<file path="config.mk">
export PLATFORM = sky130hd
export DESIGN_NAME = piton_shell_top
export DESIGN_NICKNAME = d
export VERILOG_FILES = /design/src/design/shell_board_pkg.sv /design/src/design/shell_csr_pkg.sv /design/src/design/sync_pipe.sv /design/src/design/reset_conditioner.sv /design/src/design/board_io_sync.sv /design/src/design/csr_port.sv /design/src/design/piton_shell_top.sv
export VERILOG_INCLUDE_DIRS = /design/src /design/src/design
export SDC_FILE = /design/constraint.sdc
export NUM_CORES = 1
export LEC_CHECK = 0
export BUFFER_PORTS_ARGS = -buffer_cell sky130_fd_sc_hd__buf_4
export CORE_ASPECT_RATIO = 1.1
export CORE_MARGIN = 2
export CORE_UTILIZATION = 49
export DETAILED_ROUTE_END_ITERATION = 8
export PLACE_DENSITY = 0.84
export SKIP_CTS_REPAIR_TIMING = 1
export SLEW_MARGIN = 20
export SYNTH_ARGS = -nofsm -noshare
export SYNTH_HDL_FRONTEND = slang
export SYNTH_SLANG_ARGS = --single-unit
export TNS_END_PERCENT = 50
</file>
<file path="constraint.sdc">
create_clock -name piton_clk -period 2.2 [get_ports piton_clk]
set_input_delay 0.11 -clock piton_clk [delete_from_list [all_inputs] [get_ports piton_clk]]
set_output_delay 0.11 -clock piton_clk [all_outputs]
set_load 0.005 [all_outputs]
</file>
<file path="src/design/piton_shell_macros.svh">
// widths, pipe depths, register map and identification words for the piton shell glue
`ifndef PITON_SHELL_MACROS_SVH
`define PITON_SHELL_MACROS_SVH

////////////////////////////////////////////////////////////
// board side widths
`define SHELL_SW_W          16      // virtual dip switches
`define SHELL_LED_W         16      // virtual leds
`define SHELL_CORE_LED_W    8       // leds the core can drive, rest read zero
`define SHELL_DIMM_CNT      3       // per-dimm ready flags

////////////////////////////////////////////////////////////
// pipe depths
`define SHELL_RST_STAGES    4       // soft reset pipe ahead of the release flops
`define SHELL_SYNC_STAGES   2       // plain two-flop synchronizer
`define SHELL_SOFT_RST_BIT  15      // switch that acts as host soft reset

////////////////////////////////////////////////////////////
// register port
`define SHELL_CSR_ADDR_W    3
`define SHELL_CSR_DATA_W    32

// fixed identification words
`define SHELL_ID0           32'h5049_544e
`define SHELL_ID1           32'h0001_0f1a

// register addresses
`define SHELL_ADDR_ID0      3'd0
`define SHELL_ADDR_ID1      3'd1
`define SHELL_ADDR_SW       3'd2
`define SHELL_ADDR_LED      3'd3
`define SHELL_ADDR_DDR      3'd4

`endif

</file>
<file path="src/design/shell_board_pkg.sv">
// board-facing types: switch, led and dimm-ready words, board input and output bundles
`include "piton_shell_macros.svh"

package shell_board_pkg;

    ////////////////////////////////////////////////////////////
    // single words

    typedef logic [`SHELL_SW_W-1:0]     sw_word_t;      // virtual dip switches
    typedef logic [`SHELL_LED_W-1:0]    led_word_t;     // virtual leds
    typedef logic [`SHELL_DIMM_CNT-1:0] dimm_ready_t;   // one bit per dimm

    ////////////////////////////////////////////////////////////
    // board bundles

    // raw inputs from the shell, asynchronous to piton_clk
    typedef struct packed
    {
        sw_word_t    sw;                // switch word, bit 15 is soft reset
        dimm_ready_t dimm_ready;        // per-dimm calibration done
        logic        shell_ddr_ready;   // shell side memory ready
    } board_in_t;

    // outputs toward the shell
    typedef struct packed
    {
        led_word_t leds;                // staged led register
        logic      core_rst_n;          // core reset, active low
        logic      ddr_ready;           // all memory ready, synchronized
    } board_out_t;

endpackage

</file>
<file path="src/design/shell_csr_pkg.sv">
// register-port types: address map enum, request and response bundles
`include "piton_shell_macros.svh"

package shell_csr_pkg;

    ////////////////////////////////////////////////////////////
    // address map

    // 5..7 are unmapped and read zero
    typedef enum logic [`SHELL_CSR_ADDR_W-1:0]
    {
        CSR_ID0 = `SHELL_ADDR_ID0,  // fixed id word 0
        CSR_ID1 = `SHELL_ADDR_ID1,  // fixed id word 1
        CSR_SW  = `SHELL_ADDR_SW,   // synchronized switches
        CSR_LED = `SHELL_ADDR_LED,  // led register
        CSR_DDR = `SHELL_ADDR_DDR   // memory status
    } csr_addr_t;

    typedef logic [`SHELL_CSR_DATA_W-1:0] csr_data_t;

    ////////////////////////////////////////////////////////////
    // four-phase handshake bundles

    // host side, held stable from req rise until ack is seen
    typedef struct packed
    {
        logic      req;     // transfer request
        logic      write;   // 1 write, 0 read
        csr_addr_t addr;    // register address
        csr_data_t wdata;   // write data
    } csr_req_t;

    // slave side
    typedef struct packed
    {
        logic      ack;     // follows req one cycle late
        csr_data_t rdata;   // valid while ack is high
    } csr_rsp_t;

endpackage

</file>
<file path="src/design/sync_pipe.sv">
// resettable flop pipe, payload given as a type parameter
`timescale 1ns/1ps

module sync_pipe
#(
    parameter type payload_t = logic,   // word carried down the pipe
    parameter int  STAGES    = 2        // number of flops, at least 1
)
(
    input  logic     piton_clk,
    input  logic     piton_rst_n,
    input  payload_t din,
    output payload_t dout
);

    payload_t stage_q [STAGES];     // stage 0 samples din

    always_ff @(posedge piton_clk)
    begin
        if (!piton_rst_n)
        begin
            for (int i = 0; i < STAGES; i++)
            begin
                stage_q[i] <= '0;   // whole chain clears
            end
        end
        else
        begin
            stage_q[0] <= din;
            for (int i = 1; i < STAGES; i++)
            begin
                stage_q[i] <= stage_q[i-1];     // shift toward dout
            end
        end
    end

    // last stage is the synchronized copy
    assign dout = stage_q[STAGES-1];

endmodule

</file>
<file path="src/design/reset_conditioner.sv">
// soft reset conditioning: deep pipe plus two-flop release stage giving the core reset
`timescale 1ns/1ps
`include "piton_shell_macros.svh"

module reset_conditioner
(
    input  logic piton_clk,
    input  logic piton_rst_n,
    input  logic soft_rst_n,    // synchronized switch bit, low requests reset
    output logic core_rst_n     // active low reset to the core
);

    logic pipe_rst_n;       // soft reset after the deep pipe
    logic pre_rst_n_q;      // first release flop
    logic core_rst_n_q;     // second release flop, drives the core

    ////////////////////////////////////////////////////////////
    // deep pipe, gives placement room toward the core

    sync_pipe
    #(
        .payload_t  (logic),
        .STAGES     (`SHELL_RST_STAGES)
    )
    u_soft_rst_pipe
    (
        .piton_clk  (piton_clk),
        .piton_rst_n(piton_rst_n),
        .din        (soft_rst_n),
        .dout       (pipe_rst_n)
    );

    ////////////////////////////////////////////////////////////
    // release stage
    // assert on the first edge that sees the pipe low,
    // release only after a one has walked through both flops

    always_ff @(posedge piton_clk)
    begin
        if (!piton_rst_n || !pipe_rst_n)
        begin
            pre_rst_n_q  <= 1'b0;
            core_rst_n_q <= 1'b0;
        end
        else
        begin
            pre_rst_n_q  <= 1'b1;           // shift a one in
            core_rst_n_q <= pre_rst_n_q;
        end
    end

    assign core_rst_n = core_rst_n_q;

endmodule

</file>
<file path="src/design/board_io_sync.sv">
// board input synchronizers, combined memory-ready sync and led output staging
`timescale 1ns/1ps
`include "piton_shell_macros.svh"

module board_io_sync
(
    input  logic                        piton_clk,
    input  logic                        piton_rst_n,
    input  shell_board_pkg::sw_word_t   board_sw,           // raw switches
    input  shell_board_pkg::dimm_ready_t dimm_ready,        // raw per-dimm ready
    input  logic                        shell_ddr_ready,    // raw shell memory ready
    input  shell_board_pkg::led_word_t  led_reg,            // from the register port
    output shell_board_pkg::sw_word_t   sw_sync,
    output shell_board_pkg::dimm_ready_t dimm_sync,
    output logic                        ddr_ready,          // all memory ready
    output shell_board_pkg::led_word_t  leds                // toward the pins
);

    import shell_board_pkg::*;

    logic ddr_ready_raw;    // combine before sync so one bit crosses

    ////////////////////////////////////////////////////////////
    // switches

    sync_pipe #(.payload_t(sw_word_t), .STAGES(`SHELL_SYNC_STAGES)) u_sw_sync
    (
        .piton_clk  (piton_clk),
        .piton_rst_n(piton_rst_n),
        .din        (board_sw),
        .dout       (sw_sync)
    );

    ////////////////////////////////////////////////////////////
    // memory ready

    // every dimm and the shell flag have to agree
    assign ddr_ready_raw = (&dimm_ready) & shell_ddr_ready;

    sync_pipe #(.payload_t(dimm_ready_t), .STAGES(`SHELL_SYNC_STAGES)) u_dimm_sync
    (
        .piton_clk  (piton_clk),
        .piton_rst_n(piton_rst_n),
        .din        (dimm_ready),       // per-dimm copy for the status word
        .dout       (dimm_sync)
    );

    sync_pipe #(.payload_t(logic), .STAGES(`SHELL_SYNC_STAGES)) u_ready_sync
    (
        .piton_clk  (piton_clk),
        .piton_rst_n(piton_rst_n),
        .din        (ddr_ready_raw),
        .dout       (ddr_ready)
    );

    ////////////////////////////////////////////////////////////
    // leds

    // two flops toward the pins
    sync_pipe #(.payload_t(led_word_t), .STAGES(`SHELL_SYNC_STAGES)) u_led_stage
    (
        .piton_clk  (piton_clk),
        .piton_rst_n(piton_rst_n),
        .din        (led_reg),
        .dout       (leds)
    );

endmodule

</file>
<file path="src/design/csr_port.sv">
// four-phase register slave: led register, id words, switch and memory status read mux
`timescale 1ns/1ps
`include "piton_shell_macros.svh"

module csr_port
(
    input  logic                         piton_clk,
    input  logic                         piton_rst_n,
    input  shell_csr_pkg::csr_req_t      csr_req,
    output shell_csr_pkg::csr_rsp_t      csr_rsp,
    input  shell_board_pkg::sw_word_t    sw_sync,   // synchronized switches
    input  shell_board_pkg::dimm_ready_t dimm_sync, // synchronized dimm flags
    input  logic                         ddr_ready, // synchronized combined ready
    output shell_board_pkg::led_word_t   led_reg
);

    import shell_csr_pkg::*;

    logic                           ack_q;      // handshake ack
    logic                           xfer_start; // first cycle of a transfer
    csr_data_t                      rd_data;    // read mux output
    csr_data_t                      rdata_q;    // captured read data
    logic [`SHELL_CORE_LED_W-1:0]   led_core_q; // writable led bits

    ////////////////////////////////////////////////////////////
    // handshake

    // req seen high while ack still low
    assign xfer_start = csr_req.req && !ack_q;

    always_ff @(posedge piton_clk)
    begin
        if (!piton_rst_n)
        begin
            ack_q <= 1'b0;
        end
        else
        begin
            ack_q <= csr_req.req;   // rises after req, falls after req drops
        end
    end

    ////////////////////////////////////////////////////////////
    // led register

    always_ff @(posedge piton_clk)
    begin
        if (!piton_rst_n)
        begin
            led_core_q <= '0;
        end
        else if (xfer_start && csr_req.write && (csr_req.addr == CSR_LED))
        begin
            led_core_q <= csr_req.wdata[`SHELL_CORE_LED_W-1:0];  // same edge as ack
        end
    end

    // upper led bits are never driven by the core
    assign led_reg = {{(`SHELL_LED_W - `SHELL_CORE_LED_W){1'b0}}, led_core_q};

    ////////////////////////////////////////////////////////////
    // read mux

    always_comb
    begin
        rd_data = '0;   // unmapped addresses read zero
        case (csr_req.addr)
            CSR_ID0:
            begin
                rd_data = `SHELL_ID0;
            end
            CSR_ID1:
            begin
                rd_data = `SHELL_ID1;
            end
            CSR_SW:
            begin
                rd_data[`SHELL_SW_W-1:0] = sw_sync;         // zero extended
            end
            CSR_LED:
            begin
                rd_data[`SHELL_LED_W-1:0] = led_reg;
            end
            CSR_DDR:
            begin
                rd_data[`SHELL_DIMM_CNT-1:0] = dimm_sync;   // bits 2..0
                rd_data[`SHELL_DIMM_CNT]     = ddr_ready;   // bit 3
            end
            default:
            begin
                rd_data = '0;
            end
        endcase
    end

    // capture once per transfer, held while ack is up
    always_ff @(posedge piton_clk)
    begin
        if (xfer_start)
        begin
            rdata_q <= rd_data;
        end
    end

    assign csr_rsp = '{ack: ack_q, rdata: rdata_q};

endmodule

</file>
<file path="src/design/piton_shell_top.sv">
// top level of the shell glue: board sync, reset conditioning and host register port
`timescale 1ns/1ps
`include "piton_shell_macros.svh"

module piton_shell_top
(
    input  logic                        piton_clk,
    input  logic                        piton_rst_n,
    input  shell_board_pkg::board_in_t  board_in,   // raw board inputs
    output shell_board_pkg::board_out_t board_out,  // leds, core reset, ready
    input  shell_csr_pkg::csr_req_t     csr_req,    // host request
    output shell_csr_pkg::csr_rsp_t     csr_rsp     // host response
);

    import shell_board_pkg::*;

    sw_word_t    sw_sync;       // switches in the core domain
    dimm_ready_t dimm_sync;     // dimm flags in the core domain
    logic        ddr_ready;     // combined memory ready
    led_word_t   led_reg;       // led register from the host
    led_word_t   leds;          // staged leds
    logic        core_rst_n;    // conditioned core reset

    ////////////////////////////////////////////////////////////
    // board inputs and led staging

    board_io_sync u_board_io_sync
    (
        .piton_clk      (piton_clk),
        .piton_rst_n    (piton_rst_n),
        .board_sw       (board_in.sw),
        .dimm_ready     (board_in.dimm_ready),
        .shell_ddr_ready(board_in.shell_ddr_ready),
        .led_reg        (led_reg),
        .sw_sync        (sw_sync),
        .dimm_sync      (dimm_sync),
        .ddr_ready      (ddr_ready),
        .leds           (leds)
    );

    ////////////////////////////////////////////////////////////
    // core reset from the soft reset switch

    reset_conditioner u_reset_conditioner
    (
        .piton_clk  (piton_clk),
        .piton_rst_n(piton_rst_n),
        .soft_rst_n (sw_sync[`SHELL_SOFT_RST_BIT]),
        .core_rst_n (core_rst_n)
    );

    ////////////////////////////////////////////////////////////
    // host register port

    csr_port u_csr_port
    (
        .piton_clk  (piton_clk),
        .piton_rst_n(piton_rst_n),
        .csr_req    (csr_req),
        .csr_rsp    (csr_rsp),
        .sw_sync    (sw_sync),
        .dimm_sync  (dimm_sync),
        .ddr_ready  (ddr_ready),
        .led_reg    (led_reg)
    );

    // outputs toward the shell
    assign board_out = '{leds: leds, core_rst_n: core_rst_n, ddr_ready: ddr_ready};

endmodule

</file>
==> impl_metrics.ini <==
[routing]
drc = 0
avgViaCountPerCell = 4.42
antenna_left = 0
detail_route.wirelength_um = 5350
dr.pass1.iters = 4
vias = 1892
drt_iter0_drc = 83
wl_per_cell_um = 12.5

[grt]
track_usage_pct = 15.4
grt_pass1_wl_um = 7790
use_met2_pct = 26.7
grt_pass1_vias = 1666
grt_overflow = 0
grt_max_degree = 71
met1_usage_pct = 16.2
grt-busiest-layer = met2
antenna_found_initial = 0
grt_util_met3_pct = 6.74

[power_and_ir_drop]
p_per_area_mw_per_mm2 = 773
pwr-share-comb_pct = 7.7
p_int_mw = 2.28
p_sw_mw = 0.718
pwr-share-clk_pct = 34.5
p_leak_nw = 1.71
vdd_drop_max_mv = 0.427
pwr-share-seq_pct = 57.9
swShare_pct = 23.9

[synthesis]
yosys_register_bits = 89
ys.flop_type = dfxtp_1
yosys_warnings = 0
synth_edf_count = 18
synth_top_area_share_pct = 45.8
ys_seq_area_share_pct = 63.3
synth.most_common_cell = dfxtp_1
async_flop_share_pct = 0
synth.area.top_cells = dfxtp_1 (46%), edfxtp_1 (17%), and2_1 (12%)
ys_types = 28
synth_top_area_cell = dfxtp_1
syn-cell-area_mm2 = 0.00310
synth.avg_cell_area_um2 = 11.5
syn_inst = 269
synthTopCellsByCount = dfxtp_1 (71), and2_1 (61), buf_4 (35), edfxtp_1 (18), nand2_1 (14)

[timing]
period_share_pct = 50.3
max_freq_ghz = 0.904
slew_viol_final = 0
fin_tns_setup_ns = 0
fin_hold_ws_ns = -0.000618
rsz0062_at_grt = false
slew_headroom_pct = 66.6
hold_viol = 1
fin_ws_ns = 1.09
min_period_ns = 1.11
tightest_slew_ns = 0.500
setup_viol_count_final = 0
finClkSkew_ns = 0.00728

[run_status]
failed_checks = negative hold slack
status = complete, but fails checks

[critical_path]
critical_path.startpoint = csr_req[36]
r2r-start = u_csr_port.ack_q
worstPathRequired_ns = 2.25
reg2reg_depth = 3
rrSetupSlack_ns = 1.09
crit_type = in2reg
path_max_fanout = 18
worstPathArrival_ns = 1.16
endpoint = u_csr_port.rdata_q[9]
crit_path_end_kind = register
cp-start-kind = input pin
r2r_end = u_csr_port.led_core_q[7]

[hold_path]
hold_path_depth = 3
hp-class = in2reg

[floorplan]
fp.dieH_um = 87.4
start_util_pct = 50.4
core_area_mm2 = 0.00616
ios = 110
rows = 30
dieArea_mm2 = 0.00698
die_w_um = 79.9

[place]
gp_congestion = 0.697
hpwlAfterDp_um = 3550
pre_cts_ws_ns = 0.858
io_buffer_count = 66

[clock_network]
clockRootBuffer = clkbuf_8
cts_max_path_buffers = 2
cts_buffers = 9
cts_sinks = 89
path_clk_slew_ns = 0.09
clk-insertion-delay-late_ns = 0.36
cts_tree = yes
cts_max_level = 3

[final_layout]
drive_gt1_share_pct = 24.7
nFillCells = 506
seq_area_mm2 = 0.00196
area_growth_pct = 25.1
nets = 402
multi_input_area_um2 = 871
antenna_cells = 0

[run]
drv_cap = 0
-- per-layer routing --
layer,routed length [um],vias up
li1,-,976
met1,2070,847
met2,2820,60
met3,369,9
met4,98,0
met5,0,-
-- power groups by stage --
| stage | clock network [mW] | logic, mW | registers, mW |
|---|---|---|---|
| floorplan | 0 | 0.125 | 1.77 |
| global placement | 0 | 0.193 | 1.77 |
| detailed placement | 0 | 0.198 | 1.77 |
| CTS | 1.07 | 0.199 | 1.74 |
| global route | 1.13 | 0.256 | 1.74 |
| finish | 1.03 | 0.230 | 1.74 |
-- stage by stage --
stage / std cells / instance area (um2) / util, % / hold WS [ns] / power (mW)
floorplan: 287 / 3170 / - / 0.237 / 1.90
global placement: 388 / 3450 / 56.1 / 0.319 / 1.96
detailed placement: 388 / 3450 / 56.1 / 0.321 / 1.97
CTS: 404 / 3640 / 59.1 / -0.0736 / 3.00
global route: 428 / 3880 / 63.0 / 0.00706 / 3.13
finish: 428 / 3880 / 63.0 / -0.000618 / 3.00
-- cell type report --
class | instances | area share [%]
Inverter | 3 | 0.290
Tap cell | 80 | 2.58
Timing Repair Buffer | 92 | 19.3
Clock buffer | 9 | 3.19
Clock inverter | 7 | 1.61
Sequential cell | 89 | 50.5
Multi-Input combinational cell | 148 | 22.4
-- worst min path at each step --
stage / end / from / slack (ns)
3_5_place_dp: u_board_io_sync.u_sw_sync.stage_q[0][9] / board_in[13] / 0.32
6_report: u_csr_port.led_core_q[3] / csr_req[3] / -0.0006
2_1_floorplan: u_board_io_sync.u_dimm_sync.stage_q[0][1] / board_in[2] / 0.24
3_3_place_gp: u_board_io_sync.u_sw_sync.stage_q[0][12] / board_in[16] / 0.32
5_1_grt: u_board_io_sync.u_ready_sync.stage_q[0][0] / board_in[0] / 0.007
4_1_cts: u_board_io_sync.u_sw_sync.stage_q[0][14] / board_in[18] / -0.07
-- state kept, by name, summed over array words and instances (netlist names) --
register,cells
u_csr_port.ack_q,1
u_board_io_sync.u_ready_sync.stage_q,2
u_reset_conditioner.pre_rst_n_q,1
u_board_io_sync.u_sw_sync.stage_q,32
u_board_io_sync.u_dimm_sync.stage_q,6
u_board_io_sync.u_led_stage.stage_q,16
u_reset_conditioner.core_rst_n,1
u_reset_conditioner.u_soft_rst_pipe.stage_q,4
u_csr_port.led_core_q,8
u_csr_port.rdata_q,18
-- layout by cell type, fill, tap and decap left out --
cell / count
a21oi_1: 8
a22oi_1: 1
a41o_1: 1
and2_1: 61
and3_1: 2
and4_1: 1
buf_4: 68
clkbuf_8: 9
clkinv_4: 2
clkinvlp_4: 1
conb_1: 19
dfxtp_1: 71
dlygate4sd3_1: 24
edfxtp_1: 18
inv_1: 3
inv_6: 3
inv_8: 1
mux2i_1: 5
nand2_1: 14
nand2b_1: 2
nand3_1: 1
nand4b_4: 1
nor2_1: 5
nor2b_1: 1
nor2b_2: 1
nor3_1: 1
nor3b_1: 1
o211a_1: 2
o21ai_0: 10
o22ai_1: 3
o31ai_1: 8
-- worst max-delay path: stages --
cell           delay (ns)
dlygate4sd3_1        0.53
buf_4                0.12
nor2b_2              0.12
buf_4                0.26
-- cells by family (layout without fill, tap and decap cells) --
family / count (synthesis) / count (layout) / synth area share (%)
simple gates: 91 / 91 / 17.4
flops: 89 / 89 / 63.3
buf+inv: 50 / 111 / 10.9
compound gates: 33 / 33 / 6.66
mux: 5 / 5 / 1.61
other cells: 1 / 19 / 0.121
Power figures use the tool's default switching activity.
